File: config.mk
export PLATFORM = sky130hd
export DESIGN_NAME = dcache_merge
export DESIGN_NICKNAME = d
export VERILOG_FILES = /design/src/design/dcache_geom_pkg.sv /design/src/design/dcache_merge.sv
export SDC_FILE = /design/constraint.sdc
export NUM_CORES = 1
export LEC_CHECK = 0
export ABC_AREA = 1
export BUFFER_PORTS_ARGS = -buffer_cell sky130_fd_sc_hd__buf_2
export CELL_PAD_IN_SITES_DETAIL_PLACEMENT = 0
export CELL_PAD_IN_SITES_GLOBAL_PLACEMENT = 1
export CORE_MARGIN = 2
export CORE_UTILIZATION = 22
export DETAILED_ROUTE_END_ITERATION = 10
export MAX_ROUTING_LAYER = met4
export PLACE_DENSITY = 0.89
export SLEW_MARGIN = 10
export SYNTH_ARGS = -nofsm -noshare
export SYNTH_HDL_FRONTEND = slang
export SYNTH_SLANG_ARGS = --single-unit
File: constraint.sdc
create_clock -name vclk -period 2.7
set_input_delay 0.135 -clock vclk [all_inputs]
set_output_delay 0.135 -clock vclk [all_outputs]
set_load 0.01 [all_outputs]
File: src/design/dcache_geom_pkg.sv
package dcache_geom_pkg;

    // ==============================
    // Word and line shape
    // ==============================
    localparam int XLEN           = 32;                     // Processor word
    localparam int WORDS_PER_LINE = 4;
    localparam int LINE_W         = XLEN * WORDS_PER_LINE;  // 128 bit line
    localparam int BYTE_OFS_W     = 2;                      // Byte within word
    localparam int WORD_OFS_W     = 2;                      // Word within line

    typedef logic [XLEN-1:0]   word_t;
    typedef logic [LINE_W-1:0] line_t;   // Word 0 in the top bits
    typedef logic [XLEN/8-1:0] be_t;     // One bit per byte lane
    typedef logic [XLEN-1:0]   addr_t;

    // Address split, low to high
    //   [1:0]  byte in word
    //   [3:2]  word in line
    //   then $clog2(N_SETS) bits of set index, the rest is tag

endpackage

File: src/design/dcache_merge.sv
module dcache_merge (
    input  dcache_geom_pkg::line_t                 line_i,
    input  logic [dcache_geom_pkg::WORD_OFS_W-1:0] word_ofs_i,
    input  dcache_geom_pkg::be_t                   be_i,
    input  dcache_geom_pkg::word_t                 wdata_i,
    output dcache_geom_pkg::word_t                 word_o,
    output dcache_geom_pkg::line_t                 line_o
);
    import dcache_geom_pkg::*;

    word_t [WORDS_PER_LINE-1:0] words;    // Top slot holds word 0
    word_t [WORDS_PER_LINE-1:0] upd;
    logic  [WORD_OFS_W-1:0]     slot;
    word_t                      merged;

    assign words  = line_i;
    assign slot   = WORD_OFS_W'(WORDS_PER_LINE - 1) - word_ofs_i;  // Offset 0 is MSB
    assign word_o = words[slot];

    // Enabled byte lanes take processor data
    always_comb
    begin
        for (int b = 0; b < XLEN / 8; b++)
        begin
            merged[8*b +: 8] = be_i[b] ? wdata_i[8*b +: 8] : word_o[8*b +: 8];
        end
    end

    // Put the merged word back in place
    always_comb
    begin
        upd       = words;
        upd[slot] = merged;
    end

    assign line_o = upd;

endmodule

==> impl_metrics.toml <==
[setup_path]
critPathKind = "in -> out"
cp_top_family = "simple AND/OR/NAND/NOR gates"
crit_buf_inv = 5
crit_path_end_kind = "primary output"
critical_path_arrival_ns = 1.89
startpoint = "word_ofs_i[0]"
crit_end = "line_o[78]"
cpMaxStageDelayCell = "nor2_4"
worstPathCellList = "buf_2, inv_2, nor2_4, inv_1, buf_4, nand2_1, nand2_1, buf_2"
start_kind = "input port"
max_stage_delay_ns = 0.74
crit_fanout = 33
cp_num_cells = 8
critPathRequiredTime_ns = 2.57

[drt]
via_per_inst = 4.88
vias = 6246
dr.pass1.iters = 5
wl_per_cell_um = 15.7
ant_nets = 0
drc = 0
drtIter0Drc = 510
routed_wl_mm = 20.1

[grt]
grt_max_degree = 66
grt_pass1_wl_mm = 30.6
grt_overflow = 0
antenna_found_initial = 2
grtUsageTotal_pct = 23.9
grt_pass1_vias = 5891

[yosys]
netlist_area_mm2 = 0.00331
yosys_warnings = 0
seq_area_frac_synth_pct = 0
avgSynthCellArea_um2 = 4.14
syn-num-nets = 965
yosysUniqueCellTypes = 10
syn-instance-count = 799

[die]
die_area_mm2 = 0.0160
initial_core_util_pct = 22.7
core-area_mm2 = 0.0146
die_y_um = 127
rows = 44
dieWidth_um = 127
io_pins = 326

[final_layout]
clock_buffers = 0
seq_cells = 0
register_area_um2 = 0
multi_input_comb_area_mm2 = 0.00307
final_util_pct = 35.1
drive_above_1_share_pct = 34.6
fin_nets = 1261
nFillCells = 1792
synthToLayoutAreaGrowth_pct = 54.8
design_area_mm2 = 0.00512

[sta]
finalCritPeriodShare_pct = 75.0
hold_violations = 0
period_minus_slack_ns = 2.02
finalSetupViolCount = 0
finalSetupTns_ns = 0
drv_slew = 0
setup_ws_ns = 0.676
rsz0062_at_grt = "no"
worst_pin_slew_ns = 0.969
slew_headroom_pct = 35.2
fmaxAchievable_mhz = 494

[hold_path]
hp-class = "in -> out"
min_from = "line_i[87]"

[power]
p_int_mw = 0.416
p_comb_share_pct = 100.0
power_frac_seq_pct = 0
p_leak_nw = 3.56
switchingPower_mw = 0.669
power.density_mw_per_mm2 = 212
clkPwrFrac_pct = 0
swShare_pct = 61.6
ir_worst_vdd_uv = 59.5

[clock_tree]
postCtsSetupBuffers = 0
cts_resized = 0
postCtsHoldBufs = 0

[status]
status = "completed"

[place]
gp_congestion = 0.995
dp_hpwl_mm = 15.2
dpl_cell_area_mm2 = 0.00511
place_ws_ns = 0.678
port_buffers = 326

[job]
timing.max_cap.violations = 0
-- cells in the final DEF (no fill, tap or decap) --
master / netlist / routed
buf_12: 0 / 1
buf_2: 18 / 326
buf_4: 1 / 16
diode_2: 0 / 2
inv_1: 9 / 9
inv_2: 1 / 1
nand2_1: 546 / 546
nand3_1: 160 / 160
nor2_4: 0 / 2
or2_2: 32 / 32
-- cell type report --
| class | instances | share of cell area [%] |
|---|---|---|
| Inverter | 10 | 0.733 |
| Timing Repair Buffer | 343 | 34.6 |
| Multi-Input combinational cell | 740 | 60.0 |
| Tap cell | 184 | 4.50 |
| Antenna cell | 2 | 0.0978 |
-- cell families (layout without fill, tap and decap cells) --
family,count (synthesis),after routing,synth area share (%)
simple gates,740,740,92.5
other cells,0,2,0
buf+inv,59,353,7.49
-- how the worst min path moves through the flow --
stage | end | slack [ns] | cells after the start
after floorplan | line_o[0] | 0.39 | 2
after global placement | line_o[67] | 0.57 | 4
after detailed placement | line_o[67] | 0.57 | 4
after CTS | line_o[68] | 0.57 | 4
after global routing | line_o[85] | 0.59 | 4
final | line_o[87] | 0.57 | 4
-- tightest hold or removal path, cell delays in order --
cell and delay, ns:
buf_2 0.09, nand2_1 0.05, nand2_1 0.05, buf_2 0.12
-- routing by layer --
layer	share of wire, %	track usage (%)
met5	0	-
met4	2.1	4.78
met3	9.1	2.11
met2	48	41.8
met1	41	30.1
-- cell usage after synthesis --
master	n	area, um2
buf_1	3	11.3
buf_2	18	90.1
buf_4	1	7.51
clkbuf_1	27	101
inv_1	9	33.8
inv_2	1	3.75
nand2_1	546	2050
nand3_1	160	801
nor2_1	2	7.51
or2_2	32	200
-- metrics by stage --
| step | power [mW] | hold slack (ns) | std cells |
|---|---|---|---|
| floorplan | 0.582 | 0.394 | 799 |
| global placement | 1.08 | 0.567 | 1277 |
| detailed placement | 1.08 | 0.568 | 1277 |
| CTS | 1.08 | 0.569 | 1277 |
| global route | 1.20 | 0.586 | 1279 |
| finish | 1.08 | 0.569 | 1279 |
-- power groups by stage --
stage          Sequential, mW  Combinational, mW    Clock (mW)
2_1_floorplan               0              0.582             0
3_3_place_gp                0               1.08             0
3_5_place_dp                0               1.08             0
4_1_cts                     0               1.08             0
5_1_grt                     0               1.20  0.0000000992
6_report                    0               1.08  0.0000000991
Power figures use the tool's default switching activity.
