<file path="src/design/dcache_fsm_pkg.sv">
package dcache_fsm_pkg;

    // Controller states
    typedef enum logic [3:0] {
        IDLE,        // Waiting for strobe or flush
        LOOKUP,      // Tags and lines read out, hit known
        EVICT_REQ,   // Dirty victim going to memory
        EVICT_DONE,
        FILL_REQ,    // Line read from memory
        FILL_DONE,   // Line written into the way
        FLUSH_REQ,   // One entry of the flush walk
        FLUSH_DONE   // Step to next entry
    } ctrl_state_t;

endpackage

</file>
<file path="src/design/dcache_geom_pkg.sv">
package dcache_geom_pkg;

    // ==============================
    // Word and line shape
    // ==============================
    localparam int XLEN           = 32;                     // Processor word
    localparam int WORDS_PER_LINE = 4;
    localparam int LINE_W         = XLEN * WORDS_PER_LINE;  // 128 bit line
    localparam int BYTE_OFS_W     = 2;                      // Byte within word
    localparam int WORD_OFS_W     = 2;                      // Word within line

    typedef logic [XLEN-1:0]   word_t;
    typedef logic [LINE_W-1:0] line_t;   // Word 0 in the top bits
    typedef logic [XLEN/8-1:0] be_t;     // One bit per byte lane
    typedef logic [XLEN-1:0]   addr_t;

    // Address split, low to high
    //   [1:0]  byte in word
    //   [3:2]  word in line
    //   then $clog2(N_SETS) bits of set index, the rest is tag

endpackage

</file>
<file path="src/design/dcache_ctrl.sv">
module dcache_ctrl #(
    parameter  int N_WAYS = 4,
    parameter  int N_SETS = 16,
    localparam int WAY_W  = $clog2(N_WAYS),
    localparam int IDX_W  = $clog2(N_SETS),
    localparam int OFS_W  = dcache_geom_pkg::WORD_OFS_W + dcache_geom_pkg::BYTE_OFS_W,
    localparam int TAG_W  = dcache_geom_pkg::XLEN - IDX_W - OFS_W
) (
    input  logic                   clk_i,
    input  logic                   rst_i,
    input  logic                   p_strobe_i,
    input  logic                   p_rw_i,           // 1 for write
    input  dcache_geom_pkg::be_t   p_be_i,
    input  dcache_geom_pkg::addr_t p_addr_i,
    input  dcache_geom_pkg::word_t p_data_i,
    input  logic                   p_flush_i,
    output dcache_geom_pkg::word_t p_data_o,
    output logic                   p_ready_o,
    output logic                   busy_flushing_o,
    output logic                   m_strobe_o,
    output logic                   m_rw_o,
    output dcache_geom_pkg::addr_t m_addr_o,
    output dcache_geom_pkg::line_t m_data_o,
    input  logic                   m_ready_i,
    input  dcache_geom_pkg::line_t m_data_i,
    input  logic                   hit_i,
    input  logic [WAY_W-1:0]       hit_way_i,
    input  logic [WAY_W-1:0]       victim_way_i,
    input  logic                   victim_dirty_i,
    input  logic [TAG_W-1:0]       victim_tag_i,
    input  logic [TAG_W-1:0]       way_tag_i,
    input  logic                   way_dirty_i,
    output logic [IDX_W-1:0]       idx_o,
    output logic [TAG_W-1:0]       tag_o,
    output logic [WAY_W-1:0]       way_o,
    output logic                   fill_o,
    output logic                   mark_dirty_o,
    output logic                   clean_o,
    output logic [N_WAYS-1:0]      ram_we_o,
    output dcache_geom_pkg::line_t ram_wdata_o,
    input  dcache_geom_pkg::line_t ram_rdata_i [N_WAYS],
    input  dcache_geom_pkg::word_t merge_word_i,
    input  dcache_geom_pkg::line_t merge_line_i,
    output dcache_geom_pkg::line_t merge_line_o,
    output logic [dcache_geom_pkg::WORD_OFS_W-1:0] merge_ofs_o,
    output dcache_geom_pkg::be_t   merge_be_o,
    output dcache_geom_pkg::word_t merge_wdata_o
);
    import dcache_geom_pkg::*;
    import dcache_fsm_pkg::*;

    ctrl_state_t      state_q;
    ctrl_state_t      state_d;
    addr_t            req_addr_q;     // Latched processor request
    logic             req_rw_q;
    be_t              req_be_q;
    word_t            req_data_q;
    line_t            fill_line_q;    // Line returned by memory
    logic [IDX_W-1:0] req_idx;
    logic [IDX_W-1:0] set_cnt_q;      // Flush walk position
    logic [WAY_W-1:0] way_cnt_q;
    logic             walk_last;
    logic             walk_done_q;
    logic             flush_step;
    logic             req_sent_q;     // Waiting on m_ready_i
    logic             launch;
    logic             wr_hit;

    assign req_idx    = req_addr_q[OFS_W +: IDX_W];
    assign tag_o      = req_addr_q[XLEN-1 -: TAG_W];
    assign wr_hit     = (state_q == LOOKUP) && !busy_flushing_o && hit_i && req_rw_q;
    assign walk_last  = (set_cnt_q == IDX_W'(N_SETS - 1)) && (way_cnt_q == WAY_W'(N_WAYS - 1));
    assign flush_step = (state_q == FLUSH_REQ) && (!way_dirty_i || m_ready_i);
    assign launch     = !req_sent_q && ((state_q == EVICT_REQ) || (state_q == FILL_REQ) ||
                                        ((state_q == FLUSH_REQ) && way_dirty_i));

    // ==============================
    // State machine
    // ==============================
    always_comb
    begin
        state_d = state_q;
        case (state_q)
            IDLE:       if (p_flush_i || p_strobe_i) state_d = LOOKUP;
            LOOKUP:
            begin
                if (busy_flushing_o)
                    state_d = FLUSH_REQ;
                else if (hit_i)
                    state_d = IDLE;
                else
                    state_d = victim_dirty_i ? EVICT_REQ : FILL_REQ;  // Write back first
            end
            EVICT_REQ:  if (m_ready_i) state_d = EVICT_DONE;
            EVICT_DONE: state_d = FILL_REQ;
            FILL_REQ:   if (m_ready_i) state_d = FILL_DONE;
            FILL_DONE:  state_d = IDLE;
            FLUSH_REQ:  if (flush_step) state_d = FLUSH_DONE;
            FLUSH_DONE: state_d = walk_done_q ? IDLE : FLUSH_REQ;
            default:    state_d = IDLE;
        endcase
    end

    // State, flush flag and walk counters
    always_ff @(posedge clk_i)
    begin
        if (rst_i)
        begin
            state_q         <= IDLE;
            busy_flushing_o <= 1'b0;
            set_cnt_q       <= '0;
            way_cnt_q       <= '0;
            walk_done_q     <= 1'b0;
        end
        else
        begin
            state_q <= state_d;
            if ((state_q == IDLE) && p_flush_i)
                busy_flushing_o <= 1'b1;
            else if (flush_step && walk_last)
                busy_flushing_o <= 1'b0;     // Low in the final ready cycle
            if (flush_step)
            begin
                way_cnt_q   <= way_cnt_q + 1'b1;   // Ways inner, sets outer
                walk_done_q <= walk_last;
                if (way_cnt_q == WAY_W'(N_WAYS - 1))
                    set_cnt_q <= set_cnt_q + 1'b1;
            end
        end
    end

    // Request and fill payload
    always_ff @(posedge clk_i)
    begin
        if ((state_q == IDLE) && p_strobe_i)
        begin
            req_addr_q <= p_addr_i;
            req_rw_q   <= p_rw_i;
            req_be_q   <= p_be_i;
            req_data_q <= p_data_i;
        end
        if ((state_q == FILL_REQ) && m_ready_i)
            fill_line_q <= m_data_i;
    end

    // ==============================
    // Memory request
    // ==============================
    always_ff @(posedge clk_i)
    begin
        if (rst_i)
        begin
            m_strobe_o <= 1'b0;
            m_rw_o     <= 1'b0;
            req_sent_q <= 1'b0;
        end
        else
        begin
            m_strobe_o <= launch;            // One-cycle pulse
            if (launch)
            begin
                m_rw_o     <= (state_q != FILL_REQ);
                req_sent_q <= 1'b1;
            end
            else if (m_ready_i)
                req_sent_q <= 1'b0;
        end
    end

    // Address and line held until ready
    always_ff @(posedge clk_i)
    begin
        if (launch)
        begin
            case (state_q)
                EVICT_REQ:
                begin
                    m_addr_o <= {victim_tag_i, req_idx, OFS_W'(0)};
                    m_data_o <= ram_rdata_i[victim_way_i];
                end
                FLUSH_REQ:
                begin
                    m_addr_o <= {way_tag_i, set_cnt_q, OFS_W'(0)};
                    m_data_o <= ram_rdata_i[way_cnt_q];
                end
                default:  m_addr_o <= {req_addr_q[XLEN-1:OFS_W], OFS_W'(0)};  // Line fill
            endcase
        end
    end

    // ==============================
    // Array side
    // ==============================
    always_comb
    begin
        case (state_q)
            IDLE:                  idx_o = p_addr_i[OFS_W +: IDX_W];
            FLUSH_REQ, FLUSH_DONE: idx_o = set_cnt_q;
            LOOKUP:                idx_o = busy_flushing_o ? set_cnt_q : req_idx;
            default:               idx_o = req_idx;
        endcase
    end

    assign way_o = (state_q == FLUSH_REQ) ? way_cnt_q :
                   (state_q == LOOKUP)    ? hit_way_i : victim_way_i;

    assign fill_o       = (state_q == FILL_DONE);
    assign mark_dirty_o = wr_hit || ((state_q == FILL_DONE) && req_rw_q);
    assign clean_o      = (state_q == FLUSH_REQ) && m_ready_i;   // Written back

    always_comb
    begin
        for (int w = 0; w < N_WAYS; w++)
        begin
            ram_we_o[w] = (wr_hit && (hit_way_i == WAY_W'(w))) ||
                          ((state_q == FILL_DONE) && (victim_way_i == WAY_W'(w)));
        end
    end

    // Raw fill on a read miss, merged line otherwise
    assign ram_wdata_o   = ((state_q == FILL_DONE) && !req_rw_q) ? fill_line_q : merge_line_i;
    assign merge_line_o  = (state_q == FILL_DONE) ? fill_line_q : ram_rdata_i[hit_way_i];
    assign merge_ofs_o   = req_addr_q[BYTE_OFS_W +: WORD_OFS_W];
    assign merge_be_o    = req_be_q;
    assign merge_wdata_o = req_data_q;

    assign p_data_o  = merge_word_i;    // Valid with p_ready_o on a read
    assign p_ready_o = ((state_q == LOOKUP) && !busy_flushing_o && hit_i) ||
                       (state_q == FILL_DONE) || ((state_q == FLUSH_DONE) && walk_done_q);

endmodule

</file>
<file path="config.mk">
export PLATFORM = sky130hd
export DESIGN_NAME = dcache_ctrl
export DESIGN_NICKNAME = d
export VERILOG_FILES = /design/src/design/dcache_fsm_pkg.sv /design/src/design/dcache_geom_pkg.sv /design/src/design/dcache_ctrl.sv
export SDC_FILE = /design/constraint.sdc
export NUM_CORES = 1
export LEC_CHECK = 0
export ABC_AREA = 1
export BUFFER_PORTS_ARGS = -buffer_cell sky130_fd_sc_hd__buf_2
export CORE_AREA = 2 2 570 572
export CTS_CLUSTER_SIZE = 16
export DETAILED_ROUTE_END_ITERATION = 10
export DIE_AREA = 0 0 572 574
export GPL_ROUTABILITY_DRIVEN = 0
export PLACE_DENSITY = 0.3
export SLEW_MARGIN = 20
export SYNTH_ARGS = -nofsm -noshare
export SYNTH_HDL_FRONTEND = slang
export SYNTH_SLANG_ARGS = --single-unit
</file>
<file path="constraint.sdc">
create_clock -name clk_i -period 19 [get_ports clk_i]
set_input_delay 3.8 -clock clk_i [delete_from_list [all_inputs] [get_ports clk_i]]
set_output_delay 3.8 -clock clk_i [all_outputs]
set_load 0.02 [all_outputs]
</file>
==> results.md, run 1 <==
* Total grt overflow at 0
* Initial antenna violation count at 231
* Mapped cell area at 0.0272 mm^2
* CTS max path bufs at 3
* Worst-margin pin slew at 1030 ps
* Min Tclk post-route at 10840 ps
* Remaining antenna violation count at 0
* Seq/Total Area, Yosys at 39.7%
* Synth-to-Final Area Change at 49.5%
* Cts repair resizes at 0
* CTS Sinks at 365
* Clk Latency, worst-skew pair at 740 ps
* Critical Path Start Type: input pin
* Ys async rst share at 0%
* CTS tree: yes
* Status: finished, final reports clean
* Top-count cell post-synth: nand2_1
* I/O Buffers at 1385
* Core Area at 0.323 mm^2
* Unrepaired setup endpoints after global routing: false
* CP Class: input pin to output port
* Slew headroom at 31.5%
* DP HPWL at 220 mm
* Initial DRT Pass Iterations at 6
* Max rail drop VDD at 0.0000800 V
* Die height at 574 um
* First-pass GRT wire length at 358 mm
* Via Count at 37000
* Most used DFF post-synth: edfxtp_1
* Tot GR Track Use at 16.3%
* Maximum number of pins on one net before global-route repair at 94
* Synthesis Warnings at 0
* Commonest cells post-synth: 2505 x nand2_1, 565 x nand3_1, 351 x edfxtp_1
* Setup crit end kind: output port
* Period utilisation layout at 57.1%
* Vias per inst at 3.75
* Die X at 572 um
* Peak Freq at 92.2 MHz
* Iteration-0 DRC count of the detailed router at 3890
* Tot Pwr at 0.00290 W
* Post-synth top area cell: edfxtp_1
* Die area at 0.328 mm^2
* Row Count at 209
* Hold crit path type: flop to flop
* CP arrival at 7040 ps
* Final hold viol count at 0
* CP Max Fanout at 61
* TritonCTS buffer count at 60
* Post-synth EDFFs at 351
* Layout cells sized above 1 at 29.1%
* Routed WL at 281 mm
* Max H-tree Level at 2
* #FFs+latches synth at 365
* R2r startpoint: state_q[2]
* Syn Area/Cell at 6.47 um^2
* Vias in the first global route at 34900
* Max-cap violation count at 0
* Clock Pin Slew Worst Setup and Hold Paths at 60 ps
* Setup violators final at 0
* Yosys cell types at 27
* Final setup TNS at 0 ps
* CTS Hold Bufs at 0
* Critical path origin: hit_way_i[0]
* Clk_skew at 43.3 ps
* Initial Utilization at 8.44%
* Root buf cell: clkbuf_16
* Top-area cell type share of the netlist area at 38.7%
* Pwr Density at 71.2 mW/mm^2
* Routed len/inst at 28.4 um
* Final Slew Violations at 0
* Total setup buffers inserted after CTS at 0
* Cells after Synth at 4207
* Synth area leaders: edfxtp_1 39%, nand2_1 35%, nand3_1 10%
* I/O Pins at 1456
* Hold wc startpoint: m_rw_o
* Drc violations at 0
* Critical Path RT at 15200 ps
* Nets at 6293
* Finished Core Util at 12.6%
* P_leak at 17.8 nW
-- kinds of logic (layout without fill, tap and decap cells) --
| logic type | count (synthesis) | after routing | synth area share (%) |
|---|---|---|---|
| simple gates | 3349 | 3349 | 51.1 |
| xor+xnor | 1 | 1 | 0.0322 |
| flops | 365 | 365 | 39.7 |
| fa+ha+maj | 2 | 2 | 0.0919 |
| buf+inv | 418 | 1620 | 7.52 |
| other cells | 1 | 137 | 0.0138 |
| compound gates | 71 | 71 | 1.45 |
-- placed cells by master (no fill, tap or decap), types with 12 or more instances in the layout --
master / count
buf_2: 1385
buf_4: 68
clkbuf_1: 14
clkbuf_16: 60
clkinv_2: 16
dfxtp_1: 12
diode_2: 133
edfxtp_1: 351
inv_1: 41
nand2_1: 2504
nand3_1: 565
nand4_1: 250
nor2_1: 16
o211ai_1: 13
o21ai_0: 44
-- worst max-delay path, cell delays in order --
cell and delay [ps]:
buf_2 200, nand2_1 70, buf_4 230, inv_8 530, buf_4 620, buf_4 540
nand2_1 90, nand4_1 320, nand2_1 210, nand2_1 100, buf_2 210
-- report_power, final --
| part | total [W] | internal [W] | switching [W] |
|---|---|---|---|
| Combinational | 0.000791 | 0.000219 | 0.000572 |
| Clock | 0.00114 | 0.000632 | 0.000510 |
| Sequential | 0.000966 | 0.000938 | 0.0000276 |
-- routing by layer --
| layer | track usage, % | part of all wire, % | up-vias |
|---|---|---|---|
| met4 | 7.50 | 4.3 | 110 |
| met2 | 27.0 | 47 | 2234 |
| met1 | 18.1 | 37 | 17800 |
| met3 | 6.79 | 11 | 524 |
| met5 | 0 | 0.26 | - |
| li1 | - | - | 16300 |
-- path summary, 6_finish.rpt --
check,endpoint,depth (start not counted),slack [ps]
hold / removal,m_rw_o,2,450
setup / recovery,merge_line_o[101],11,8160
setup reg to reg,m_data_o[68],6,15210
hold reg to reg,m_rw_o,2,450
-- through the flow --
step           hold WS [ps]  cell area [um^2]  setup slack (ps)  cells
2_1_floorplan           444             27200              9010   4210
3_3_place_gp            444             38500              7960   9625
3_5_place_dp            450             38500              7980   9625
4_1_cts                 460             40400              7960   9737
5_1_grt                 484             40600              7950   9814
6_report                450             40700              8160   9870
-- area by class of cell --
| cell class | instances | area [um^2] |
|---|---|---|
| sequential | 365 | 10800 |
| timing repair buffer | 1456 | 7500 |
| clock inverter | 35 | 317 |
| clock buffer | 77 | 1600 |
| multi-input combinational | 3427 | 14500 |
| fill | 37900 | 282000 |
| tap | 4325 | 5410 |
| inverter | 52 | 268 |
| antenna | 133 | 333 |
-- sequential cells by signal (all words and copies together) (netlist names), 2 cells and up --
register	flops
fill_line_q	128
state_q	3
merge_wdata_o	32
way_cnt_q	2
merge_be_o	4
req_addr_q	30
m_addr_o	28
set_cnt_q	4
m_data_o	128
Power figures use the tool's default switching activity.
==> run 2: changes to the inputs <==
CORE_AREA = 2 2 569 571   (was 2 2 570 572)
DIE_AREA = 0 0 571 573   (was 0 0 572 574)
clock period = 9.4 ns   (was 19 ns; I/O delays follow)
==> run 2 against run 1 <==
  * Sequential cell count unchanged
  * Global-route usage is 0.13 points lower
  * Die area down 0.35%
  * First-iteration DRC count is 21% lower
  * Cell count shrank 0.76%
  * Sequential share of layout area grew 0.053 points
  * Worst setup slack got worse by 5300 ps
==> results.md, run 2 (synthesis results as in run 1) <==
* Clock share of power at 39.1% (-0.3 points)
* Filler Cells Inserted at 37500 (-1.2%)
* I/O Buffers at 1385 (unchanged)
* CTS Sinks at 365 (unchanged)
* Vias per inst at 3.75 (+0.16%)
* I/O Pins at 1456 (unchanged)
* P_int at 0.00359 W (+100%)
* Total grt overflow at 0 (unchanged)
* Final worst setup slack at 2840 ps (-5310 ps)
* Maximum number of pins on one net before global-route repair at 76 (-19%)
* Setup violators final at 0 (unchanged)
* Root buf cell: clkbuf_16
* Peak Freq at 153 MHz
* Clk_skew at 99.3 ps (+56.0 ps)
* CTS tree: yes
* TritonCTS buffer count at 58 (-3.3%)
* Initial Utilization at 8.50% (+0.061 points)
* Flop pwr share at 33.4% (about the same)
* Initial antenna violation count at 191 (-17%)
* Psw at 0.00226 W (+100%)
* Logic gate share of total power at 27.5% (+0.2 points)
* Clk Latency, worst-skew pair at 770 ps (+30 ps)
* Unrepaired setup endpoints after global routing: false
* CTS max path bufs at 3 (unchanged)
* Sw frac at 38.7% (+0.37 points)
* Remaining antenna violation count at 0 (unchanged)
* Clock Pin Slew Worst Setup and Hold Paths at 60 ps (about the same)
* Min Tclk post-route at 6560 ps
* Post-place setup slack at 3040 ps (-4940 ps)
* Hold crit path type: flop to flop
* Row Count at 208 (-0.48%)
* CP Max Fanout at 67 (+9.8%)
* Die area at 0.327 mm^2 (-0.35%)
* Period utilisation layout at 69.8%
* CP Class: flop to output port
* Tot GR Track Use at 16.2% (-0.13 points)
* Drc violations at 0 (unchanged)
* Die X at 571 um (-0.17%)
* Initial DRT Pass Iterations at 5 (-1)
* Via Count at 36800 (-0.60%)
* Total setup buffers inserted after CTS at 0 (unchanged)
* Multi-input combinational cell area at 0.0145 mm^2 (about the same)
* Vias in the first global route at 35200 (+0.85%)
* Non-filler cells, final at 9795 (-0.76%)
* CTS Hold Bufs at 0 (unchanged)
* Most common library cell in the layout ignoring fill and taps: nand2_1
* Layout cells sized above 1 at 29.1% (+0.036 points)
* Cells after DPL at 9615 (-0.10%)
* Pwr Density at 144 mW/mm^2 (+100%)
* Core Area at 0.320 mm^2 (-0.72%)
* Cts repair resizes at 0 (unchanged)
* Die height at 573 um (-0.17%)
* Iteration-0 DRC count of the detailed router at 3082 (-21%)
* Status: finished, final reports clean
* Final Slew Violations at 0 (unchanged)
* Routed len/inst at 28.2 um (-0.65%)
* Most frequent cells in the layout: 2504 x nand2_1, 1385 x buf_2, 565 x nand3_1, 351 x edfxtp_1, 250 x nand4_1
* Critical Path RT at 7520 ps (-7680 ps)
* Final hold viol count at 0 (unchanged)
* Slew headroom at 30.7% (-0.79 points)
* Max-cap violation count at 0 (unchanged)
* DP HPWL at 221 mm (+0.15%)
* Worst-margin pin slew at 1040 ps (+11.9 ps)
* CP arrival at 4680 ps (-2360 ps)
* Final setup TNS at 0 ps (unchanged)
* Max rail drop VDD at 0.000173 V (+120%)
* Max H-tree Level at 2 (unchanged)
* Routed WL at 277 mm (-1.4%)
* Area occupied by registers at 0.0108 mm^2 (unchanged)
* P_leak at 17.9 nW (+0.23%)
* Setup crit end kind: output port
* First-pass GRT wire length at 356 mm (-0.60%)
* Synth-to-Final Area Change at 49.2%
* Critical Path Start Type: flop
* Nets at 6301 (+0.13%)
[run 2: power by group through the flow]
stage               logic [W]  registers (W)  clock network [W]
floorplan            0.000706        0.00201                  0
global placement      0.00163        0.00199                  0
detailed placement    0.00163        0.00199                  0
CTS                   0.00164        0.00196            0.00240
global route          0.00174        0.00196            0.00242
finish                0.00161        0.00195            0.00228
[run 2: worst max-delay path, cell delays in order, from the launching register on]
cell and delay [ps]:
dfxtp_1 550, nor2_2 140, nand2_8 380, clkinv_8 460, nand2_4 600, buf_4 600, nand2_1 330, nand2_1 320
buf_2 260
[run 2: layout make-up]
type                    instances  share of cell area [%]
clock buffers                  76                    3.81
flip-flops and latches        365                    26.7
inverters                      52                   0.659
well taps                    4305                    13.3
repair buffers               1466                    18.8
multi-input cells            3427                    35.6
diodes                         71                   0.437
clock inverters                33                   0.779
[run 2: through the flow]
stage / area [um^2] / hold slack, ps / total power [W] / util, %
after floorplan: 27200 / 444 / 0.00272 / -
after global placement: 38600 / 446 / 0.00362 / 12.0
after detailed placement: 38600 / 455 / 0.00362 / 12.0
after CTS: 40500 / 466 / 0.00599 / 12.6
after global routing: 40500 / 479 / 0.00612 / 12.7
final: 40600 / 474 / 0.00585 / 12.7
[run 2: path summary, 6_finish.rpt]
path / startpoint / end / slack [ps] / depth (start not counted)
worst min-delay path: m_rw_o / m_rw_o / 470 / 2
worst min register to register: m_rw_o / m_rw_o / 470 / 2
worst max-delay path: state_q[1] / ram_wdata_o[70] / 2840 / 8
worst max register to register: way_cnt_q[0] / m_data_o[71] / 5860 / 8
[run 2: metal layers]
layer | vias to the layer above | track usage (%) | wire (um)
met2 | 2168 | 27.5 | 131000
met5 | - | 0 | 535
met3 | 507 | 5.99 | 27800
li1 | 16200 | - | -
met4 | 80 | 5.54 | 11300
met1 | 17800 | 18.5 | 106000
